### config.mk
export PLATFORM = sky130hd
export DESIGN_NAME = cpu
export DESIGN_NICKNAME = d
export VERILOG_FILES = /design/src/mips_pkg.sv /design/src/alu.sv /design/src/regfile.sv /design/src/fetch_unit.sv /design/src/mem_port.sv /design/src/control.sv /design/src/cpu.sv
export SDC_FILE = /design/constraint.sdc
export NUM_CORES = 2
export LEC_CHECK = 0
export BUFFER_PORTS_ARGS = -buffer_cell sky130_fd_sc_hd__buf_2
export CAP_MARGIN = 20
export CORE_MARGIN = 2
export CORE_UTILIZATION = 62
export CTS_CLUSTER_DIAMETER = 100
export CTS_CLUSTER_SIZE = 25
export DETAILED_ROUTE_END_ITERATION = 12
export PLACE_DENSITY = 0.79
export REMOVE_ABC_BUFFERS = 1
export SLEW_MARGIN = 0
export SYNTH_ARGS = -nofsm -noshare
export SYNTH_HDL_FRONTEND = slang
export SYNTH_SLANG_ARGS = --single-unit
### constraint.sdc
create_clock -name clk -period 9.9 [get_ports clk]
set_input_delay 1.485 -clock clk [delete_from_list [all_inputs] [get_ports clk]]
set_output_delay 1.485 -clock clk [all_outputs]
set_load 0.02 [all_outputs]
### src/mips_pkg.sv
`default_nettype none

package mips_pkg;

	// Primary opcode field, instr[31:26]
	typedef enum logic [5:0] {
		op_rtype = 6'h00,
		op_j     = 6'h02,
		op_beq   = 6'h04,
		op_addiu = 6'h09,
		op_lw    = 6'h23,
		op_sw    = 6'h2b
	} opcode_t;

	// R-type function field, instr[5:0]
	typedef enum logic [5:0] {
		fn_addu = 6'h21,
		fn_subu = 6'h23,
		fn_and  = 6'h24,
		fn_or   = 6'h25,
		fn_slt  = 6'h2a
	} funct_t;

	typedef enum logic [2:0] {
		alu_add,
		alu_sub,
		alu_and,
		alu_or,
		alu_slt
	} alu_op_t;

	// Next PC choice
	typedef enum logic [1:0] {
		pc_seq,
		pc_branch,
		pc_jump
	} pc_src_t;

	typedef enum logic [2:0] {
		st_fetch,
		st_decode,
		st_execute,
		st_memory,
		st_writeback
	} cpu_state_t;

endpackage

`default_nettype wire

### src/alu.sv
`timescale 1ns/100ps
`default_nettype none

module alu (
	input wire clk,
	input wire mips_pkg::alu_op_t op,
	input wire [31:0] a,
	input wire [31:0] b,
	output logic [31:0] result,
	output logic zero
);

logic [31:0] value;
logic less;

// Signed compare for slt
assign less = $signed(a) < $signed(b);

always_comb begin
	case (op)
		mips_pkg::alu_sub: value = a - b;
		mips_pkg::alu_and: value = a & b;
		mips_pkg::alu_or: value = a | b;
		mips_pkg::alu_slt: value = {31'h0, less};
		default: value = a + b;
	endcase
end

// Used by beq in the execute cycle itself
assign zero = (value == 32'h0);

always_ff @(posedge clk) begin
	result <= value;
end

endmodule

`default_nettype wire

### src/regfile.sv
`timescale 1ns/100ps
`default_nettype none

module regfile (
	input wire clk,
	input wire cop_reset,
	input wire [4:0] rs,
	input wire [4:0] rt,
	input wire [4:0] rd,
	input wire dst_rd,
	input wire we,
	input wire [31:0] wdata,
	output logic [31:0] rs_data,
	output logic [31:0] rt_data
);

logic [31:0] regs [32];
logic [4:0] dst;

assign dst = dst_rd ? rd : rt;

// Register 0 is never written, so it stays zero
always_ff @(posedge clk) begin
	if (cop_reset) begin
		for (int i = 0; i < 32; i++)
			regs[i] <= 32'h0;
	end else if (we && (dst != 5'd0)) begin
		regs[dst] <= wdata;
	end
end

// Registered reads, stable from execute on
always_ff @(posedge clk) begin
	rs_data <= regs[rs];
	rt_data <= regs[rt];
end

endmodule

`default_nettype wire

### src/fetch_unit.sv
`timescale 1ns/100ps
`default_nettype none

module fetch_unit #(
	parameter logic [31:0] reset_pc = 32'h0000_0000
) (
	input wire clk,
	input wire cop_reset,
	input wire ir_load,
	input wire pc_load,
	input wire mips_pkg::pc_src_t pc_src,
	input wire [31:0] instr,
	output logic [31:0] pc,
	output mips_pkg::opcode_t opcode,
	output mips_pkg::funct_t funct,
	output logic [4:0] rs,
	output logic [4:0] rt,
	output logic [4:0] rd,
	output logic [31:0] imm
);

logic [31:0] ir;
logic [31:0] pc_inc;
logic [31:0] branch_target;
logic [31:0] jump_target;
logic [31:0] pc_next;

assign opcode = mips_pkg::opcode_t'(ir[31:26]);
assign funct = mips_pkg::funct_t'(ir[5:0]);
assign rs = ir[25:21];
assign rt = ir[20:16];
assign rd = ir[15:11];
assign imm = {{16{ir[15]}}, ir[15:0]};

// pc already points past the instruction once the IR is loaded
assign pc_inc = pc + 32'd4;
assign branch_target = pc + {imm[29:0], 2'b00};
assign jump_target = {pc[31:28], ir[25:0], 2'b00};

always_comb begin
	case (pc_src)
		mips_pkg::pc_branch: pc_next = branch_target;
		mips_pkg::pc_jump: pc_next = jump_target;
		default: pc_next = pc_inc;
	endcase
end

always_ff @(posedge clk) begin
	if (cop_reset)
		pc <= reset_pc;
	else if (pc_load)
		pc <= pc_next;
end

always_ff @(posedge clk) begin
	if (ir_load)
		ir <= instr;
end

endmodule

`default_nettype wire

### src/mem_port.sv
`timescale 1ns/100ps
`default_nettype none

module mem_port (
	input wire clk,
	input wire cop_reset,
	input wire bus_start,
	input wire bus_write,
	input wire [31:0] bus_addr,
	input wire [31:0] bus_wdata,
	output logic bus_done,
	output logic [31:0] bus_rdata,
	// External memory
	output logic mem_enable,
	output logic mem_rw,
	input wire mem_ack,
	output logic [31:0] mem_addr,
	input wire [31:0] mem_data_out,
	output logic [31:0] mem_data_in
);

typedef enum logic {
	bus_idle,
	bus_wait
} bus_state_t;

bus_state_t state;

assign mem_enable = (state == bus_wait);

always_ff @(posedge clk) begin
	if (cop_reset) begin
		state <= bus_idle;
		bus_done <= 1'b0;
	end else begin
		bus_done <= 1'b0;
		case (state)
			bus_idle: begin
				if (bus_start)
					state <= bus_wait;
			end
			default: begin
				if (mem_ack) begin
					state <= bus_idle;
					bus_done <= 1'b1;
				end
			end
		endcase
	end
end

// Request held unchanged until acknowledge
always_ff @(posedge clk) begin
	if ((state == bus_idle) && bus_start) begin
		mem_addr <= bus_addr;
		mem_rw <= !bus_write;
		mem_data_in <= bus_wdata;
	end
	if ((state == bus_wait) && mem_ack)
		bus_rdata <= mem_data_out;
end

endmodule

`default_nettype wire

### src/control.sv
`timescale 1ns/100ps
`default_nettype none

module control (
	input wire clk,
	input wire cop_reset,
	input wire mips_pkg::opcode_t opcode,
	input wire mips_pkg::funct_t funct,
	input wire alu_zero,
	input wire bus_done,
	output logic bus_start,
	output logic bus_write,
	output logic addr_from_alu,
	output logic ir_load,
	output logic pc_load,
	output mips_pkg::pc_src_t pc_src,
	output logic reg_we,
	output logic reg_dst_rd,
	output logic mem_to_reg,
	output logic alu_src_imm,
	output mips_pkg::alu_op_t alu_op
);

mips_pkg::cpu_state_t state;
mips_pkg::cpu_state_t state_next;
logic issued;
logic bus_phase;

//////////////////////////////////////////////////////////////////////
// State register

// One request per bus state, cleared again on completion
assign bus_phase = (state == mips_pkg::st_fetch) || (state == mips_pkg::st_memory);
assign bus_start = bus_phase && !issued && !cop_reset;

always_ff @(posedge clk) begin
	if (cop_reset) begin
		state <= mips_pkg::st_fetch;
		issued <= 1'b0;
	end else begin
		state <= state_next;
		if (bus_done)
			issued <= 1'b0;
		else if (bus_start)
			issued <= 1'b1;
	end
end

always_comb begin
	state_next = state;
	case (state)
		mips_pkg::st_fetch: begin
			if (bus_done)
				state_next = mips_pkg::st_decode;
		end
		mips_pkg::st_decode: state_next = mips_pkg::st_execute;
		mips_pkg::st_execute: begin
			case (opcode)
				mips_pkg::op_lw, mips_pkg::op_sw: state_next = mips_pkg::st_memory;
				mips_pkg::op_rtype, mips_pkg::op_addiu: state_next = mips_pkg::st_writeback;
				// beq, j and unknown opcodes
				default: state_next = mips_pkg::st_fetch;
			endcase
		end
		mips_pkg::st_memory: begin
			if (bus_done)
				state_next = (opcode == mips_pkg::op_lw) ? mips_pkg::st_writeback
					: mips_pkg::st_fetch;
		end
		default: state_next = mips_pkg::st_fetch;
	endcase
end

//////////////////////////////////////////////////////////////////////
// Strobes

assign ir_load = (state == mips_pkg::st_fetch) && bus_done;
assign addr_from_alu = (state == mips_pkg::st_memory);
assign bus_write = (state == mips_pkg::st_memory) && (opcode == mips_pkg::op_sw);
assign reg_we = (state == mips_pkg::st_writeback);
assign reg_dst_rd = (opcode == mips_pkg::op_rtype);
assign mem_to_reg = (opcode == mips_pkg::op_lw);
assign alu_src_imm = (opcode != mips_pkg::op_rtype) && (opcode != mips_pkg::op_beq);

always_comb begin
	pc_load = 1'b0;
	pc_src = mips_pkg::pc_seq;
	if (state == mips_pkg::st_fetch) begin
		pc_load = bus_done;
	end else if (state == mips_pkg::st_execute) begin
		if (opcode == mips_pkg::op_beq) begin
			pc_load = alu_zero;
			pc_src = mips_pkg::pc_branch;
		end else if (opcode == mips_pkg::op_j) begin
			pc_load = 1'b1;
			pc_src = mips_pkg::pc_jump;
		end
	end
end

// ALU operation held for the whole instruction
always_comb begin
	alu_op = mips_pkg::alu_add;
	if (opcode == mips_pkg::op_beq) begin
		alu_op = mips_pkg::alu_sub;
	end else if (opcode == mips_pkg::op_rtype) begin
		case (funct)
			mips_pkg::fn_subu: alu_op = mips_pkg::alu_sub;
			mips_pkg::fn_and: alu_op = mips_pkg::alu_and;
			mips_pkg::fn_or: alu_op = mips_pkg::alu_or;
			mips_pkg::fn_slt: alu_op = mips_pkg::alu_slt;
			default: alu_op = mips_pkg::alu_add;
		endcase
	end
end

endmodule

`default_nettype wire

### src/cpu.sv
`timescale 1ns/100ps
`default_nettype none

module cpu #(
	parameter logic [31:0] reset_pc = 32'h0000_0000
) (
	input wire clk,
	input wire cop_reset,
	// Memory ports
	output logic mem_enable,
	output logic mem_rw,
	input wire mem_ack,
	output logic [31:0] mem_addr,
	input wire [31:0] mem_data_out,
	output logic [31:0] mem_data_in
);

//////////////////////////////////////////////////////////////////////
// Control strobes

mips_pkg::opcode_t opcode;
mips_pkg::funct_t funct;
mips_pkg::pc_src_t pc_src;
mips_pkg::alu_op_t alu_op;
logic alu_zero;
logic bus_start;
logic bus_write;
logic bus_done;
logic addr_from_alu;
logic ir_load;
logic pc_load;
logic reg_we;
logic reg_dst_rd;
logic mem_to_reg;
logic alu_src_imm;

control i_control (
	.clk(clk),
	.cop_reset(cop_reset),
	.opcode(opcode),
	.funct(funct),
	.alu_zero(alu_zero),
	.bus_done(bus_done),
	.bus_start(bus_start),
	.bus_write(bus_write),
	.addr_from_alu(addr_from_alu),
	.ir_load(ir_load),
	.pc_load(pc_load),
	.pc_src(pc_src),
	.reg_we(reg_we),
	.reg_dst_rd(reg_dst_rd),
	.mem_to_reg(mem_to_reg),
	.alu_src_imm(alu_src_imm),
	.alu_op(alu_op)
);

//////////////////////////////////////////////////////////////////////
// Datapath

logic [31:0] pc;
logic [31:0] imm;
logic [4:0] rs;
logic [4:0] rt;
logic [4:0] rd;
logic [31:0] rs_data;
logic [31:0] rt_data;
logic [31:0] alu_b;
logic [31:0] alu_result;
logic [31:0] reg_wdata;
logic [31:0] bus_addr;
logic [31:0] bus_rdata;

// Operand, write-back and address selects
assign alu_b = alu_src_imm ? imm : rt_data;
assign reg_wdata = mem_to_reg ? bus_rdata : alu_result;
assign bus_addr = addr_from_alu ? alu_result : pc;

fetch_unit #(
	.reset_pc(reset_pc)
) i_fetch_unit (
	.clk(clk),
	.cop_reset(cop_reset),
	.ir_load(ir_load),
	.pc_load(pc_load),
	.pc_src(pc_src),
	.instr(bus_rdata),
	.pc(pc),
	.opcode(opcode),
	.funct(funct),
	.rs(rs),
	.rt(rt),
	.rd(rd),
	.imm(imm)
);

regfile i_regfile (
	.clk(clk),
	.cop_reset(cop_reset),
	.rs(rs),
	.rt(rt),
	.rd(rd),
	.dst_rd(reg_dst_rd),
	.we(reg_we),
	.wdata(reg_wdata),
	.rs_data(rs_data),
	.rt_data(rt_data)
);

alu i_alu (
	.clk(clk),
	.op(alu_op),
	.a(rs_data),
	.b(alu_b),
	.result(alu_result),
	.zero(alu_zero)
);

//////////////////////////////////////////////////////////////////////
// Memory bus

mem_port i_mem_port (
	.clk(clk),
	.cop_reset(cop_reset),
	.bus_start(bus_start),
	.bus_write(bus_write),
	.bus_addr(bus_addr),
	.bus_wdata(rt_data),
	.bus_done(bus_done),
	.bus_rdata(bus_rdata),
	.mem_enable(mem_enable),
	.mem_rw(mem_rw),
	.mem_ack(mem_ack),
	.mem_addr(mem_addr),
	.mem_data_out(mem_data_out),
	.mem_data_in(mem_data_in)
);

endmodule

`default_nettype wire

; Yosys cells after proc, flatten, opt, wreduce, memory -nomap -nowiden
; Memories as Yosys holds them, arrays and structs flattened. A register that Yosys moved wholly into a read port is not among the register bits.
; Index checks and enable logic that the tools add are counted.
[op_classes]
add_sub_neg = 4
n_lt_le_gt_ge = 1
eq_ne = 22
n_mux = 34
bitwise_logic = 4
n_reduce_logical = 24
[ops]
columns = op, count
row1 = 32-bit two-way mux, 4
row2 = 32-bit one-hot mux with 4 select lines, 1
row3 = 32-bit adder, 2
row4 = 32-bit one-hot mux with 2 select lines, 1
row5 = 6-bit equality test (second input constant), 6
row6 = 32-bit by 3-bit adder with 32-bit output (second input constant), 1
row7 = 32-bit AND, 1
row8 = 32-bit zero test, 1
row9 = 32-bit less-than comparator, 1
row10 = 32-bit OR, 1
row11 = 32-bit OR reduction, 1
row12 = 32-bit subtractor, 1
row13 = 3-bit one-hot mux with 4 select lines, 2
row14 = 3-bit two-way mux, 5
row15 = 1-bit two-way mux, 14
row16 = 3-bit by 2-bit equality test with 1-bit output (second input constant), 4
row17 = 5-bit two-way mux, 2
row18 = 1-bit logical AND, 8
row19 = 2-bit two-way mux, 4
row20 = 2-bit OR reduction, 4
row21 = 3-bit by 1-bit equality test with 1-bit output (second input constant), 2
row22 = 3-bit equality test (second input constant), 2
row23 = 6-bit by 2-bit equality test with 1-bit output (second input constant), 1
row24 = 6-bit by 3-bit equality test with 1-bit output (second input constant), 1
row25 = 14 further kinds, 19
[word_totals]
regBits = 199
ram_bits = 1024
memories = 1
[memory_table]
columns = name, depth, word_bits, read_ports, rd_clocked_by_memory_dff, write_ports, line
row1 = i_regfile.regs, 32, 32, 2, 2, 32, regfile.sv:17  ; logic [31:0] regs [32];

; Logic depth before layout (Yosys ltp)
[logic_depth]
ltp_word = 11
mapped_depth = 24
mapped_depth_nobuf = 20

; Cells and area by module
; Synthesis repeated with hierarchy kept, for this count alone.
[unflattened]
cells_unflattened = 6308
hier_area_um2 = 72445.7
[modules_own_cells]
columns = module, n_inst, cells_each, area_each_um2, seq_area_each_um2
row1 = regfile, 1, 4702, 57139.8, 32030.7
row2 = alu, 1, 869, 6123.4, 640.6
row3 = fetch_unit, 1, 474, 4137.7, 1561.5
row4 = mem_port, 1, 105, 3001.6, 2952.8
row5 = cpu, 1, 108, 1632.8, 0.0
row6 = control, 1, 50, 410.4, 80.1

; Worst setup path after synthesis
; OpenSTA, ideal clock, no wires.
[synth_timing]
path_type = input-to-reg
startpoint = input cop_reset
endpoint = register i_mem_port.mem_addr[0], enable pin
t_arrival_ps = 8326
required_time_ps = 9252
slack_ps = 925
cell_stages = 4
n_path_buf = 3
path_cell_list = clkbuf_1 > clkbuf_1 > clkbuf_1 > nor4_1
[synth_via]
elab_chain_cells = 3
[synth_rtl]
columns = element, line
row1 = start: declaration, cpu.sv:8  ; input wire cop_reset,
row2 = 1-bit zero test, control.sv:34  ; assign bus_start = bus_phase && !issued && !cop_reset;
row3 = 1-bit logical AND, control.sv:34
row4 = 1-bit logical AND, mem_port.sv:54  ; if ((state == bus_idle) && bus_start) begin
row5 = end signal: assignment, mem_port.sv:55  ; mem_addr <= bus_addr;
row6 = end: declaration, mem_port.sv:17  ; output logic [31:0] mem_addr,
; No other way between the ends.
; A chain may end at the register's enable or synchronous reset.

; Final worst setup path
[layout_timing]
startpoint = register i_fetch_unit.ir[26]
endpoint = register i_fetch_unit.pc[14]
[layout_via]
elab_chain_cells = 9
word_cells_on_any_way = 31
[layout_rtl]
columns = element, line
row1 = start: declaration, fetch_unit.sv:22  ; logic [31:0] ir;
row2 = start signal: assignment, fetch_unit.sv:57  ; ir <= instr;
row3 = 6-bit by 3-bit inequality test with 1-bit output (tied with other cells), control.sv:83  ; assign alu_src_imm = (opcode != mips_pkg::op_rtype) && (opcode != mips_pkg::op_beq);
row4 = 1-bit logical AND / 3-bit two-way mux (equally long branches), "control.sv:83, control.sv:106"
row5 = 32-bit two-way mux / 3-bit two-way mux (equally long branches), "cpu.sv:74, control.sv:104"
row6 = 32-bit adder (tied with other cells), alu.sv:25  ; default: value = a + b;
row7 = 32-bit one-hot mux with 4 select lines *, alu.sv:20  ; case (op)
row8 = named net i_alu.value[22], alu.sv:13  ; logic [31:0] value;
row9 = 32-bit zero test *, alu.sv:30  ; assign zero = (value == 32'h0);
row10 = 1-bit two-way mux *, control.sv:91  ; if (opcode == mips_pkg::op_beq) begin
row11 = 1-bit two-way mux *, control.sv:90  ; end else if (state == mips_pkg::st_execute) begin
row12 = 1-bit two-way mux *, control.sv:88  ; if (state == mips_pkg::st_fetch) begin
row13 = end signal: assignment, fetch_unit.sv:50  ; pc <= reset_pc;
row14 = end signal: assignment, fetch_unit.sv:52  ; pc <= pc_next;
row15 = end: declaration, fetch_unit.sv:13  ; output logic [31:0] pc,
; Mark *: on every way through the listed nets, which the timed path passes. The rest lies on a longest branch.

==> impl_metrics.json <==
{
  "m1WireLength_um": 73300,
  "grt_use_total_pct": 40.3,
  "hold_viol_final": 0,
  "ant_nets": 0,
  "power_per_cell_area_nw_per_um2": 150,
  "dr.pass1.iters": 6,
  "topRoutingLayerUsed": "met5",
  "num-fill-cells": 7351,
  "htree_num_levels": 2,
  "post-route-cell-area_sq_um": 70800,
  "synthTopCellsByCount": "edfxtp_1, nor2_1, mux4_2",
  "min_period_ps": 6780,
  "min_period_over_period_pct": 68.5,
  "vdd_drop_max_mv": 0.146,
  "worst_path_most_repeated_cell": "nand2_1",
  "yosys-top-cells-area": "edfxtp_1, mux4_2, nor2_1",
  "wl_met2_um": 97600,
  "crit_buf_inv": 2,
  "setup_violations": 0,
  "drive_gt1_share_pct": 24.3,
  "cts.sinks": 1285,
  "dieArea_sq_um": 110000,
  "yosysSeqAreaShare_pct": 55.8,
  "relSlewSlack_pct": 19.1,
  "routed_wl_um": 222000,
  "cp_top_family": "simple AND/OR/NAND/NOR gates",
  "async_flop_share_pct": 0,
  "report.final.slew_viol_count": 0,
  "place_congestion": 0.984,
  "numCtsBuffers": 59,
  "placed_area_sq_um": 68900,
  "slowest_delay_ps": 700,
  "antenna_found_initial": 11,
  "worstMarginPinSlew_ps": 1210,
  "cp.required_ps": 10530,
  "path_clk_slew_ps": 100,
  "post_cts_buffers": 0,
  "first_global_vias": 44800,
  "p_leak_uw": 0.0254,
  "synth-seq-cells": 1285,
  "syn_to_final_growth_pct": 5.98,
  "fmax_mhz": 147,
  "avgSynthCellArea_sq_um": 14.0,
  "min_path_type": "flop to flop",
  "synth_top_area_share_pct": 51.8,
  "dp.final_hpwl_um": 129000,
  "cp_data_arrival_time_ps": 7410,
  "start_util_pct": 62.5,
  "portBuffers": 100,
  "dp.cells": 5981,
  "synth-main-ff-cell": "edfxtp_1",
  "end_kind": "flop",
  "stdcell_count": 6097,
  "first_iter_violations": 8129,
  "clk_path_buf_depth": 3,
  "crit_type": "flop to flop",
  "syn-cell-area_sq_um": 66800,
  "cap_viol_max_count": 0,
  "hold_buffers": 0,
  "insertion_delay_ps": 740,
  "grt_overflow": 0,
  "cp_cell_sequence": "nor4_4 > and2b_2 > buf_4 > nand2_1 > nand2_1 > inv_1 > ha_1 > nor2b_1 > a2111oi_0 > nand3_1 > o21ai_1 > a41o_1 > o221ai_1 > a22o_1 > nor4_1 > and4_1 > nand4b_4 > nand2_4 > nor3_1 > a2111oi_1",
  "synthDistinctLibCells": 89,
  "rsz0062_at_grt": "no",
  "boundaryPins": 101,
  "ctsResizeCount": 0,
  "drcViolationCount": 0,
  "coreArea_sq_um": 107000,
  "cts_root_buf": "clkbuf_16",
  "row_count": 120,
  "yosysWarnings": 0,
  "netlist_instances": 4754,
  "cp-start-kind": "flop",
  "nets": 4806,
  "finalPower_uw": 10600,
  "grt_max_degree": 147,
  "finalSetupTns_ps": 0,
  "outcome": "finished clean",
  "die_x_um": 332,
  "worst_path_max_delay_cell": "a2111oi_0",
  "synth_area_leader_cell": "edfxtp_1",
  "grt_pass1_wl_um": 314000,
  "vias": 45400,
  "wl_per_cell_um": 36.4,
  "worst-path-max-fanout": 34,
  "drt-vias-per-instance": 7.45,
  "detailroute.wirelength.met3_um": 36000,
  "synth_edf_count": 1153,
  "fp.dieH_um": 332,
  "seq_area_sq_um": 37300,
  "yosysMostFrequentCell": "edfxtp_1",
  "cts_tree": "built",
  "finalClockSkew_ps": 30.7,
  "rrSetupSlack_ps": 3120,
  "multi_input_area_sq_um": 28100
}
## state kept, by name (all words and copies together), names as in the netlist
signal                  count
i_fetch_unit.ir            32
i_regfile.regs           1024
i_mem_port.bus_rdata       32
i_regfile.rt_data          32
i_alu.result               32
i_control.state             3
i_mem_port.bus_done         1
i_regfile.rs_data          32
i_mem_port.mem_rw           1
i_fetch_unit.pc            30
i_mem_port.mem_addr        32
i_mem_port.mem_enable       1
i_mem_port.mem_data_in     32
i_control.issued            1
## cell type report
| type | count | share of cell area (%) |
|---|---|---|
| diodes | 2 | 0.00707 |
| clock buffers | 102 | 2.34 |
| clock inverters | 8 | 0.189 |
| inverters | 113 | 0.599 |
| multi-input cells | 2970 | 39.6 |
| flip-flops and latches | 1285 | 52.7 |
| well taps | 1403 | 2.48 |
| repair buffers | 214 | 2.08 |
## where the power goes
group	leakage, uW	internal, uW	switching (uW)	total [uW]
Sequential	0.0129	6120	179	6300
Clock	0.000850	1190	1750	2940
Combinational	0.0117	465	887	1350
Total	0.0254	7780	2820	10600
## metal layers
layer  global-route usage, %  up-vias
li1                        -    17800
met1                    53.5    22500
met2                    59.3     4165
met3                    13.3      958
met4                    22.3       18
met5                       0        -
## stage by stage
stage,util (%),hold WS (ps),setup slack (ps)
floorplan,-,408,-3040
global placement,64.4,456,3320
detailed placement,64.4,459,3280
CTS,66.1,480,3230
global route,66.2,495,2720
finish,66.2,483,3120
## path summary, 6_finish.rpt
kind / cells after the start / to / startpoint
max: 20 / i_fetch_unit.pc[14] / i_fetch_unit.ir[26]
min: 0 / i_fetch_unit.ir[5] / i_mem_port.bus_rdata[5]
max reg2reg: 20 / i_fetch_unit.pc[14] / i_fetch_unit.ir[26]
min reg2reg: 0 / i_fetch_unit.ir[5] / i_mem_port.bus_rdata[5]
## cell families (layout without fill, tap and decap cells)
group / after synthesis / count (layout) / synth area share [%]
AND/OR/NAND/NOR: 1531 / 1531 / 9.57
XOR/XNOR: 41 / 41 / 0.538
other: 1 / 34 / 0.00562
adder cells (fa/ha/maj): 128 / 128 / 2.43
buffers and inverters: 530 / 437 / 3.07
multiplexers: 802 / 802 / 24.2
flip-flops: 1285 / 1285 / 55.8
AO/OA/AOI/OAI: 436 / 436 / 4.39
## cells in the final DEF, fill, tap and decap left out, drive strengths merged, types with 96 or more instances in the layout
cell type,netlist,final
edfxtp,1153,1153
nor2,1125,1125
mux4,640,640
buf,81,214
nand2,161,161
dfxtp,132,132
ha,125,125
a21oi,115,115
inv,113,114
clkbuf,336,102
mux2,96,96
Power figures use the tool's default switching activity.
